==> src/common/mips_defines.svh <==
`ifndef MIPS_DEFINES_SVH
`define MIPS_DEFINES_SVH

// Data path width
`define MIPS_XLEN 32

// Register number width, 32 general registers
`define MIPS_REG_AW 5

// Free-running cop0 count
`define MIPS_COUNT_W 32

`endif

==> src/common/mips_pkg.sv <==
`include "mips_defines.svh"

package mips_pkg;

    // Three views of the same instruction word
    typedef struct packed {
        logic [5:0]              opcode;
        logic [`MIPS_REG_AW-1:0] rs;
        logic [`MIPS_REG_AW-1:0] rt;
        logic [`MIPS_REG_AW-1:0] rd;
        logic [4:0]              shamt;
        logic [5:0]              funct;
    } r_fields_t;

    typedef struct packed {
        logic [5:0]              opcode;
        logic [`MIPS_REG_AW-1:0] rs;
        logic [`MIPS_REG_AW-1:0] rt;
        logic [15:0]             imm;
    } i_fields_t;

    typedef struct packed {
        logic [5:0]  opcode;
        logic [25:0] target;
    } j_fields_t;

    typedef union packed {
        r_fields_t r_fields;
        i_fields_t i_fields;
        j_fields_t j_fields;
    } instr_u;

    typedef enum logic [3:0] {
        alu_add, alu_sub, alu_and, alu_or, alu_xor,
        alu_slt, alu_sll, alu_srl, alu_lui, alu_pass
    } alu_op_e;

    typedef struct packed {
        alu_op_e alu_op;
        logic    reg_dst;    // Destination is rd, not rt
        logic    alu_imm;    // Second operand from imm_ext
        logic    sign_ext;
        logic    mem_read;
        logic    mem_write;
        logic    branch;
        logic    jump;
        logic    write_reg;
        logic    write_hi;
        logic    write_lo;
        logic    mfc0;
        logic    mtc0;
    } control_t;

    typedef struct packed {
        logic                  valid;
        logic [`MIPS_XLEN-1:0] pc;
        instr_u                instr;
    } fetch_t;

    typedef struct packed {
        logic                    write_reg;
        logic [`MIPS_REG_AW-1:0] dest_reg;
        logic [`MIPS_XLEN-1:0]   dest_reg_data;
        logic                    write_hi;
        logic                    write_lo;
        logic [`MIPS_XLEN-1:0]   hi_data;
        logic [`MIPS_XLEN-1:0]   lo_data;
        logic                    write_cop0;
        logic [`MIPS_REG_AW-1:0] cop0_rd;
        logic [2:0]              cop0_sel;
        logic [`MIPS_XLEN-1:0]   cop0_data;
    } writeback_t;

    typedef enum logic [1:0] {fwd_none, fwd_ex, fwd_mem, fwd_wb} fwd_sel_e;

    // Result on its way through one later stage
    typedef struct packed {
        logic                    valid;
        logic [`MIPS_REG_AW-1:0] dest;
        logic [`MIPS_XLEN-1:0]   data;
    } fwd_src_t;

    typedef struct packed {
        fwd_sel_e rs_sel;
        fwd_sel_e rt_sel;
    } forward_info_t;

    typedef struct packed {
        logic                    valid;
        control_t                control;
        instr_u                  instr;
        logic [`MIPS_XLEN-1:0]   pc;
        logic [`MIPS_XLEN-1:0]   pcadd4;
        logic [`MIPS_XLEN-1:0]   pcjump;
        logic [`MIPS_XLEN-1:0]   rs;
        logic [`MIPS_XLEN-1:0]   rt;
        logic [`MIPS_XLEN-1:0]   imm_ext;
        logic [`MIPS_XLEN-1:0]   hi;
        logic [`MIPS_XLEN-1:0]   lo;
        logic [`MIPS_XLEN-1:0]   cop0;
        logic [`MIPS_REG_AW-1:0] dest_rd;
        logic [`MIPS_REG_AW-1:0] dest_cop0_rd;
        logic [2:0]              dest_cop0_sel;
    } decode_out_t;

endpackage

==> src/decode/main_decoder.sv <==
`timescale 1ns/1ps

module main_decoder (
    input  mips_pkg::instr_u   instr,
    output mips_pkg::control_t ctl
);

    localparam logic [5:0] op_special = 6'b000000;
    localparam logic [5:0] op_j       = 6'b000010;
    localparam logic [5:0] op_jal     = 6'b000011;
    localparam logic [5:0] op_beq     = 6'b000100;
    localparam logic [5:0] op_addiu   = 6'b001001;
    localparam logic [5:0] op_andi    = 6'b001100;
    localparam logic [5:0] op_ori     = 6'b001101;
    localparam logic [5:0] op_lui     = 6'b001111;
    localparam logic [5:0] op_cop0    = 6'b010000;
    localparam logic [5:0] op_lw      = 6'b100011;
    localparam logic [5:0] op_sw      = 6'b101011;

    // Register-register ALU op writing rd
    function automatic mips_pkg::control_t rtype(input mips_pkg::alu_op_e op);
        return '{alu_op: op, reg_dst: 1'b1, write_reg: 1'b1, default: 1'b0};
    endfunction

    // Immediate ALU op writing rt
    function automatic mips_pkg::control_t itype(input mips_pkg::alu_op_e op, input logic sext);
        return '{alu_op: op, alu_imm: 1'b1, sign_ext: sext, write_reg: 1'b1, default: 1'b0};
    endfunction

    always_comb begin
        ctl = '0;   // Unknown encodings fall through as a bubble
        case (instr.r_fields.opcode)
            op_special: begin
                case (instr.r_fields.funct)
                    6'b100001: ctl = rtype(mips_pkg::alu_add);   // addu
                    6'b100011: ctl = rtype(mips_pkg::alu_sub);   // subu
                    6'b100100: ctl = rtype(mips_pkg::alu_and);
                    6'b100101: ctl = rtype(mips_pkg::alu_or);
                    6'b100110: ctl = rtype(mips_pkg::alu_xor);
                    6'b101010: ctl = rtype(mips_pkg::alu_slt);
                    6'b000000: ctl = rtype(mips_pkg::alu_sll);
                    6'b000010: ctl = rtype(mips_pkg::alu_srl);
                    6'b010001: ctl = '{alu_op: mips_pkg::alu_pass, write_hi: 1'b1, default: 1'b0};
                    6'b010011: ctl = '{alu_op: mips_pkg::alu_pass, write_lo: 1'b1, default: 1'b0};
                    default:   ctl = '0;
                endcase
            end
            op_addiu: ctl = itype(mips_pkg::alu_add, 1'b1);
            op_andi:  ctl = itype(mips_pkg::alu_and, 1'b0);
            op_ori:   ctl = itype(mips_pkg::alu_or, 1'b0);
            op_lui:   ctl = itype(mips_pkg::alu_lui, 1'b0);
            op_lw: begin
                ctl          = itype(mips_pkg::alu_add, 1'b1);
                ctl.mem_read = 1'b1;
            end
            op_sw: ctl = '{alu_op: mips_pkg::alu_add, alu_imm: 1'b1, sign_ext: 1'b1,
                           mem_write: 1'b1, default: 1'b0};
            op_beq: ctl = '{alu_op: mips_pkg::alu_sub, sign_ext: 1'b1, branch: 1'b1,
                            default: 1'b0};
            op_j:   ctl = '{alu_op: mips_pkg::alu_pass, jump: 1'b1, default: 1'b0};
            op_jal: ctl = '{alu_op: mips_pkg::alu_pass, jump: 1'b1, write_reg: 1'b1,
                            default: 1'b0};
            op_cop0: begin
                // rs field tells mfc0 from mtc0
                if (instr.r_fields.rs == 5'b00000)
                    ctl = '{alu_op: mips_pkg::alu_pass, mfc0: 1'b1, write_reg: 1'b1,
                            default: 1'b0};
                else if (instr.r_fields.rs == 5'b00100)
                    ctl = '{alu_op: mips_pkg::alu_pass, mtc0: 1'b1, default: 1'b0};
            end
            default: ctl = '0;
        endcase
    end

endmodule

==> src/decode/register_file.sv <==
`timescale 1ns/1ps
`include "mips_defines.svh"

module register_file #(
    parameter int ADDR_W = `MIPS_REG_AW,
    parameter int DATA_W = `MIPS_XLEN
) (
    input  logic              pif,
    input  logic              rst,
    input  logic              we,
    input  logic [ADDR_W-1:0] waddr,
    input  logic [DATA_W-1:0] din,
    input  logic [ADDR_W-1:0] raddr_a,
    input  logic [ADDR_W-1:0] raddr_b,
    output logic [DATA_W-1:0] dout_a,
    output logic [DATA_W-1:0] dout_b
);

    logic [DATA_W-1:0] regs [2**ADDR_W];

    always_ff @(posedge pif) begin
        if (rst) begin
            for (int i = 0; i < 2**ADDR_W; i++) regs[i] <= '0;
        end else if (we && waddr != '0) begin   // r0 is hardwired
            regs[waddr] <= din;
        end
    end

    // Asynchronous read, no write bypass
    assign dout_a = (raddr_a == '0) ? '0 : regs[raddr_a];
    assign dout_b = (raddr_b == '0) ? '0 : regs[raddr_b];

    a_r0_const: assert property (@(posedge pif) disable iff (rst)
        we && waddr == '0 |=> $stable(regs[0]));

endmodule

==> src/decode/register_cop0.sv <==
`timescale 1ns/1ps
`include "mips_defines.svh"

module register_cop0 (
    input  logic                    pif,
    input  logic                    rst,
    input  logic                    we,
    input  logic [`MIPS_REG_AW-1:0] write_rd,
    input  logic [2:0]              write_sel,
    input  logic [`MIPS_XLEN-1:0]   din,
    input  logic [`MIPS_REG_AW-1:0] read_rd,
    input  logic [2:0]              read_sel,
    output logic [`MIPS_XLEN-1:0]   dout,
    output logic                    count_overflow
);

    localparam logic [`MIPS_REG_AW-1:0] reg_count   = 5'd9;
    localparam logic [`MIPS_REG_AW-1:0] reg_compare = 5'd11;
    localparam logic [`MIPS_REG_AW-1:0] reg_status  = 5'd12;
    localparam logic [`MIPS_REG_AW-1:0] reg_epc     = 5'd14;

    logic [`MIPS_COUNT_W-1:0] count_q;
    logic [`MIPS_XLEN-1:0]    compare_q;
    logic [`MIPS_XLEN-1:0]    status_q;
    logic [`MIPS_XLEN-1:0]    epc_q;
    logic                     count_we;
    logic                     overflow_q;

    assign count_we = we && write_sel == 3'd0 && write_rd == reg_count;

    always_ff @(posedge pif) begin
        if (rst) begin
            count_q    <= '0;
            compare_q  <= '0;
            status_q   <= '0;
            epc_q      <= '0;
            overflow_q <= 1'b0;
        end else begin
            // A write to count overrides the increment
            count_q    <= count_we ? din[`MIPS_COUNT_W-1:0] : count_q + 1'b1;
            overflow_q <= !count_we && (&count_q);   // Wrapping this edge
            if (we && write_sel == 3'd0) begin
                case (write_rd)
                    reg_compare: compare_q <= din;
                    reg_status:  status_q  <= din;
                    reg_epc:     epc_q     <= din;
                    default: ;
                endcase
            end
        end
    end

    always_comb begin
        dout = '0;
        if (read_sel == 3'd0) begin
            case (read_rd)
                reg_count:   dout = `MIPS_XLEN'(count_q);
                reg_compare: dout = compare_q;
                reg_status:  dout = status_q;
                reg_epc:     dout = epc_q;
                default:     dout = '0;
            endcase
        end
    end

    assign count_overflow = overflow_q;

endmodule

==> src/decode/stage_decode.sv <==
`timescale 1ns/1ps
`include "mips_defines.svh"

module stage_decode (
    input  logic                    pif,
    input  logic                    rst,
    input  mips_pkg::fetch_t        fetch,
    input  mips_pkg::writeback_t    wb,
    input  logic                    stall,
    input  logic                    flush,
    input  mips_pkg::forward_info_t forward,
    input  mips_pkg::fwd_src_t      ex_src,
    input  mips_pkg::fwd_src_t      mem_src,
    input  mips_pkg::fwd_src_t      wb_src,
    output logic [`MIPS_REG_AW-1:0] rs,
    output logic [`MIPS_REG_AW-1:0] rt,
    output mips_pkg::decode_out_t   dout,
    output logic                    count_overflow
);

    logic                  valid_q;
    logic [`MIPS_XLEN-1:0] pc_q;
    mips_pkg::instr_u      instr_q;
    logic [`MIPS_XLEN-1:0] hi_q;
    logic [`MIPS_XLEN-1:0] lo_q;
    mips_pkg::control_t    ctl;
    logic [`MIPS_XLEN-1:0] rs_data;
    logic [`MIPS_XLEN-1:0] rt_data;
    logic [`MIPS_XLEN-1:0] cop0_data;
    logic [`MIPS_XLEN-1:0] pcadd4;
    logic [15:0]           imm;

    // Picks the newest copy of an operand
    function automatic logic [`MIPS_XLEN-1:0] fwd_mux(
        input mips_pkg::fwd_sel_e    sel,
        input logic [`MIPS_XLEN-1:0] rf_data
    );
        case (sel)
            mips_pkg::fwd_ex:  return ex_src.data;
            mips_pkg::fwd_mem: return mem_src.data;
            mips_pkg::fwd_wb:  return wb_src.data;
            default:           return rf_data;
        endcase
    endfunction

    // Input latch, flush wins over stall
    always_ff @(posedge pif) begin
        if (rst) begin
            valid_q <= 1'b0;
            pc_q    <= '0;
            instr_q <= '0;
        end else if (flush) begin
            valid_q <= 1'b0;
        end else if (!stall) begin
            valid_q <= fetch.valid;
            if (fetch.valid) begin
                pc_q    <= fetch.pc;
                instr_q <= fetch.instr;
            end
        end
    end

    always_ff @(posedge pif) begin
        if (rst) begin
            hi_q <= '0;
            lo_q <= '0;
        end else begin
            if (wb.write_hi) hi_q <= wb.hi_data;
            if (wb.write_lo) lo_q <= wb.lo_data;
        end
    end

    assign rs     = instr_q.r_fields.rs;
    assign rt     = instr_q.r_fields.rt;
    assign imm    = instr_q.i_fields.imm;
    assign pcadd4 = pc_q + `MIPS_XLEN'd4;

    main_decoder u_decoder (.instr(instr_q), .ctl(ctl));

    register_file u_regs (
        .pif(pif), .rst(rst),
        .we(wb.write_reg), .waddr(wb.dest_reg), .din(wb.dest_reg_data),
        .raddr_a(rs), .raddr_b(rt),
        .dout_a(rs_data), .dout_b(rt_data)
    );

    register_cop0 u_cop0 (
        .pif(pif), .rst(rst),
        .we(wb.write_cop0), .write_rd(wb.cop0_rd), .write_sel(wb.cop0_sel),
        .din(wb.cop0_data),
        .read_rd(instr_q.r_fields.rd), .read_sel(instr_q.r_fields.funct[2:0]),
        .dout(cop0_data), .count_overflow(count_overflow)
    );

    always_comb begin
        dout         = '0;
        dout.valid   = valid_q;
        dout.control = valid_q ? ctl : '0;   // Bubbles carry no control
        dout.instr   = instr_q;
        dout.pc      = pc_q;
        dout.pcadd4  = pcadd4;
        dout.pcjump  = {pcadd4[31:28], instr_q.j_fields.target, 2'b00};
        dout.rs      = fwd_mux(forward.rs_sel, rs_data);
        dout.rt      = fwd_mux(forward.rt_sel, rt_data);
        dout.hi      = hi_q;
        dout.lo      = lo_q;
        dout.cop0    = cop0_data;
        if (ctl.alu_op == mips_pkg::alu_lui)
            dout.imm_ext = {imm, 16'h0000};
        else if (ctl.sign_ext)
            dout.imm_ext = {{16{imm[15]}}, imm};
        else
            dout.imm_ext = {16'h0000, imm};
        // jal links through r31
        if (ctl.jump && ctl.write_reg)
            dout.dest_rd = 5'd31;
        else
            dout.dest_rd = ctl.reg_dst ? instr_q.r_fields.rd : rt;
        dout.dest_cop0_rd  = instr_q.r_fields.rd;
        dout.dest_cop0_sel = instr_q.r_fields.funct[2:0];
    end

    // Latched instruction must not move while held
    a_stall_hold: assert property (@(posedge pif) disable iff (rst)
        stall && !flush |=> $stable({dout.valid, dout.pc, dout.instr, dout.control}));

    // Forwarder result as seen by the stage, r0 is never forwarded
    a_rs_zero: assert property (@(posedge pif) disable iff (rst)
        rs == '0 |-> forward.rs_sel == mips_pkg::fwd_none);
    a_rt_zero: assert property (@(posedge pif) disable iff (rst)
        rt == '0 |-> forward.rt_sel == mips_pkg::fwd_none);

endmodule

==> src/hdl/main_forwarder.sv <==
`timescale 1ns/1ps
`include "mips_defines.svh"

module main_forwarder (
    input  logic [`MIPS_REG_AW-1:0] rs,
    input  logic [`MIPS_REG_AW-1:0] rt,
    input  mips_pkg::fwd_src_t      ex_src,
    input  mips_pkg::fwd_src_t      mem_src,
    input  mips_pkg::fwd_src_t      wb_src,
    output mips_pkg::forward_info_t forward
);

    // Youngest matching stage wins
    function automatic mips_pkg::fwd_sel_e pick(input logic [`MIPS_REG_AW-1:0] op);
        if (op == '0)
            return mips_pkg::fwd_none;   // r0 is never forwarded
        if (ex_src.valid && ex_src.dest == op)
            return mips_pkg::fwd_ex;
        if (mem_src.valid && mem_src.dest == op)
            return mips_pkg::fwd_mem;
        if (wb_src.valid && wb_src.dest == op)
            return mips_pkg::fwd_wb;
        return mips_pkg::fwd_none;
    endfunction

    always_comb begin
        forward.rs_sel = pick(rs);
        forward.rt_sel = pick(rt);
    end

endmodule

==> src/hdl/decode_top.sv <==
`timescale 1ns/1ps
`include "mips_defines.svh"

module decode_top (
    input  logic                  pif,
    input  logic                  rst,
    input  mips_pkg::fetch_t      fetch,
    input  mips_pkg::writeback_t  wb,
    input  mips_pkg::fwd_src_t    ex_src,
    input  mips_pkg::fwd_src_t    mem_src,
    input  mips_pkg::fwd_src_t    wb_src,
    input  logic                  stall,
    input  logic                  flush,
    output mips_pkg::decode_out_t dout,
    output logic                  count_overflow
);

    logic [`MIPS_REG_AW-1:0] rs;
    logic [`MIPS_REG_AW-1:0] rt;
    mips_pkg::forward_info_t forward;

    main_forwarder u_forwarder (
        .rs(rs), .rt(rt),
        .ex_src(ex_src), .mem_src(mem_src), .wb_src(wb_src),
        .forward(forward)
    );

    // Source data goes straight to the stage muxes
    stage_decode u_stage (
        .pif(pif), .rst(rst),
        .fetch(fetch), .wb(wb),
        .stall(stall), .flush(flush),
        .forward(forward),
        .ex_src(ex_src), .mem_src(mem_src), .wb_src(wb_src),
        .rs(rs), .rt(rt),
        .dout(dout), .count_overflow(count_overflow)
    );

endmodule

==> config.mk <==
export PLATFORM = sky130hd
export DESIGN_NAME = decode_top
export DESIGN_NICKNAME = d
export VERILOG_FILES = /design/src/common/mips_pkg.sv /design/src/decode/main_decoder.sv /design/src/decode/register_file.sv /design/src/decode/register_cop0.sv /design/src/decode/stage_decode.sv /design/src/hdl/main_forwarder.sv /design/src/hdl/decode_top.sv
export VERILOG_INCLUDE_DIRS = /design/src /design/src/common
export SDC_FILE = /design/constraint.sdc
export NUM_CORES = 2
export LEC_CHECK = 0
export BUFFER_PORTS_ARGS = -buffer_cell sky130_fd_sc_hd__buf_2
export CAP_MARGIN = 0
export CORE_UTILIZATION = 32
export DETAILED_ROUTE_END_ITERATION = 7
export HOLD_SLACK_MARGIN = 0.12
export PLACE_DENSITY_LB_ADDON = 0.08
export SETUP_SLACK_MARGIN = 0.3
export SLEW_MARGIN = 30
export SYNTH_ARGS = -nofsm -noshare
export SYNTH_HDL_FRONTEND = slang
export SYNTH_SLANG_ARGS = --single-unit
export TNS_END_PERCENT = 1
==> constraint.sdc <==
create_clock -name pif -period 3 [get_ports pif]
set_input_delay 0.15 -clock pif [delete_from_list [all_inputs] [get_ports pif]]
set_output_delay 0.15 -clock pif [all_outputs]
set_load 0.01 [all_outputs]
==> metrics.md <==
| Metric | Value |
|---|---|
| Worst Hold End | u_stage.u_cop0.compare_q[13] |
| Clock tree from TritonCTS | yes |
| Worst R2R End | u_stage.u_cop0.count_q[21] |
| Sw Ratio | 0.2614 |
| Clock transition at path regs | around 0.060 ns |
| CP startpoint kind | flop |
| Register Area | around 36,000 µm² |
| Crit-path max FO | 14 |
| Drt drc | between 200 and 250 |
| Core Footprint | between 200,000 and 250,000 µm² |
| Place WS | -0.2826 ns |
| CP cell instances | buf_12 > buf_4 > mux4_2 > mux4_2 > nand2_1 > o211ai_1 > buf_2 |
| Mapped cell area | around 68,000 µm² |
| Max-slew violations | 0 |
| Post-layout nets | between 6,000 and 7,000 |
| Yosys top cell by area | edfxtp_1 |
| Placer Congestion | around 0.9 |
| Relative slew slack | 0.2751 |
| CTS max path bufs | 3 |
| Die footprint | between 200,000 and 250,000 µm² |
| Worst Max-Slew Pin Slew | about 1.1 ns |
| Register area share after synthesis | 0.5276 |
| Final setup viols | 64 |
| # rows | 169 |
| Final antenna-violating net count | 0 |
| Multi-input logic area | 30,930 µm² |
| Worst Clk Skew | roughly 0.022 ns |
| Reg power frac | 0.448 |
| Synth top area cells | edfxtp_1 (45%), mux4_2 (18%), and2_1 (9.5%) |
| Initial DRT Pass Iterations | 8 |
| Drt initial violations | slightly above 6,000 |
| Layout area overhead | 30.38% |
| Share of cells above drive strength 1 | 0.3273 |
| Final WL | around 320,000 µm |
| Netlist cell types | a little over 70 |
| R2r startpoint | u_stage.u_cop0.count_q[2] |
| Hold path depth | 4 |
| Critical Path Most Common Cell | mux4_2 |
| Critical Path AT | ~3.4 ns |
| # port buffers | roughly 680 |
| CTS sink cnt | around 1,300 |
| Sw power | 12.08 mW |
| RSZ-0062 raised after global routing | true |
| Hold crit path type | in -> reg |
| YS warnings | 0 |
| Grt total ovfl | 0 |
| Tot GR Track Use | 0.2877 |
| Clk pwr share | 0.425 |
| Ports | slightly below 700 |
| Static leakage | roughly 32 nW |
| Number of flops mapped to enable cells by yosys | between 1,000 and 1,500 |
| Worst reg-to-reg setup slack | about 0.70 ns |
| Average via count per standard cell | around 5.6 |
| Internal power | 34.15 mW |
| Logic pwr share | 0.127 |
| Synth top area share | 0.4492 |
| Crit. End Element | output port |
| Power per standard cell area | 518.0 nW/µm² |
| Met3 GRT Util | 0.05689 |
| Hold Violations, Final | 0 |
| Failing checks | design-rule violations, negative setup slack |
| Clk root buf | clkbuf_16 |
| Top Usage Layer GRT | met2 |
| CP peak stage delay | a little over 0.5 ns |
| Number of buffers created by CTS | 162 |
| Slowest cell on the critical path | mux4_2 |
| GRT met1 Usage | 0.3700 |
| PnR worst setup slack | -0.5796 ns |
| Final HPWL DP | between 200,000 and 250,000 µm |
| Max-cap violations | 0 |
| Final core utilization | 0.4204 |
| Largest net degree at the start of global routing | 169 |
| Clk Latency, worst-skew pair | a little over 0.8 ns |
| Status | complete, but fails checks |
| Period utilisation layout | 1.193 |
| Hold_sp | wb[13] |
| Fillers | ~20,000 |
| Ys async rst share | 0 |
| Critical path required time | approximately 2.9 ns |
| Gate Count Post-Synth | roughly 5,200 |
| Min Hold Slack | about 0.18 ns |
| Number of synthesized register bits | about 1,300 |
| Vias in the first global route | 51,720 |
| R2R depth | 5 |
| Die Height | ~460 µm |
| Starting density of the core | 0.3224 |
| Initial antenna violation count | 56 |
| Mapped Avg Cell Area | 13.10 µm² |
| Highest clock rate | 279.4 MHz |
| H-tree depth | 4 |
| First-pass GRT wire length | 430,900 µm |
| Crit Path Category | reg -> out |
| Die span in x | around 460 µm |
| Period minus WS final | between 3 and 4 ns |
| Per-cell routed wire length | 33.93 µm |
| Peak VDD IR | roughly 0.64 mV |
| Routed via count | 52,290 |
| Top_reg_cell synth | edfxtp_1 |
| Met2 Resource Use GR | 0.4741 |
-- registers in the layout, indices dropped and copies added (netlist names), named ones only --
name	flops
u_stage.u_regs.regs	1024
u_stage.hi_q	32
u_stage.instr_q	32
u_stage.lo_q	32
u_stage.pc_q	32
u_stage.u_cop0.compare_q	32
u_stage.u_cop0.count_q	32
u_stage.u_cop0.epc_q	32
u_stage.u_cop0.status_q	32
u_stage.u_cop0.count_overflow	1
u_stage.valid_q	1
-- synthesized netlist by cell type, types with 13 or more instances --
library cell / count
a22o_1: 54
a21o_1: 16
or2_2: 36
a221oi_1: 53
a221o_1: 18
buf_2: 77
dfxtp_1: 268
o22a_1: 32
and3_1: 13
o211ai_1: 25
buf_6: 16
a22oi_1: 96
nand4_1: 19
buf_1: 37
o21ai_1: 30
mux2i_1: 223
a222oi_1: 14
nand3_1: 58
o21ai_0: 30
inv_1: 14
xor2_1: 34
a31oi_1: 29
mux4_2: 535
nand2_1: 362
xnor2_1: 52
a21oi_1: 181
and2_1: 1039
nor3_1: 15
edfxtp_1: 1024
clkbuf_1: 379
buf_4: 61
nor2_1: 248
a211oi_1: 30
-- per-layer routing --
layer  wire length [µm]  vias up
met3              25420      570
met4              13450       10
met2             152900     2603
met5                 63        -
li1                   -    21990
met1             127100    27120
-- layout by cell type, fill, tap and decap left out, drive strengths merged, types with 34 or more instances in the layout --
cell            n
buf          1084
and2         1039
edfxtp       1024
mux4          535
dlygate4sd3   463
nand2         363
dfxtp         268
nor2          249
clkbuf        225
mux2i         223
a21oi         181
a22oi          96
clkinv         67
o21ai          60
nand3          58
a22o           54
a221oi         53
xnor2          52
or2            37
xor2           34
conb           34
-- stage by stage --
stage | std cells | setup TNS, ns | total power, mW | area [µm²]
global placement | 8530 | -0.5118 | 26.15 | 77140
CTS | 9305 | -33.45 | 46.37 | 88110
floorplan | 5260 | 0 | 23.44 | 68570
finish | 9398 | -27.64 | 46.23 | 89250
global route | 9380 | -34.00 | 47.51 | 89200
detailed placement | 8531 | -0.5106 | 26.16 | 77170
-- cell families (layout without fill, tap and decap cells) --
kind of cell,Yosys count,count (layout),synth area share
flops,1292,1292,0.5276
compound gates,642,642,0.06493
simple gates,1862,1862,0.1489
other cells,1,66,0.00005479
buf+inv,584,1869,0.03853
xor+xnor,86,86,0.01100
fa+ha+maj,2,2,0.0003655
mux,758,758,0.2086
-- worst max path at each step --
stage,startpoint,to,slack [ns],depth (start not counted)
floorplan,u_stage.pc_q[2],dout[265],0.75,9
global route,flop,dout[201],-0.60,10
detailed placement,flop,dout[201],-0.28,9
global placement,flop,dout[201],-0.31,9
CTS,flop,dout[191],-0.64,8
finish,flop,dout[164],-0.58,7
-- area by class of cell --
cell class | instances | area share
inverters | 14 | 0.0006449
flip-flops and latches | 1292 | 0.4058
repair buffers | 1561 | 0.1482
diodes | 32 | 0.0008973
clock inverters | 83 | 0.008552
multi-input cells | 3384 | 0.3466
clock buffers | 211 | 0.04978
well taps | 2821 | 0.03955
-- critical path: cells and delay by family (launching register included) --
kind | cells | cell delay (ns)
compound gates | 1 | 0.18
mux | 2 | 1.01
simple gates | 1 | 0.31
buf+inv | 3 | 0.60
flops | 1 | 0.47
-- repair_timing --
item,in CTS,in global routing
gates resized for setup,242,60
buffers inserted,14,45
endpoints found under the hold margin,1274,0
hold buffers,463,0
pin swaps,36,29
endpoints found under the setup margin,155,175
gates cloned,3,14
-- power by group through the flow --
stage	Sequential [mW]	Clock [mW]	Combinational, mW
3_3_place_gp	21.1	0	5.09
3_5_place_dp	21.1	0	5.09
2_1_floorplan	20.9	0	2.58
5_1_grt	20.8	20.6	6.10
4_1_cts	20.7	19.9	5.72
6_report	20.7	19.6	5.88
(Power assumes the default switching activity.)
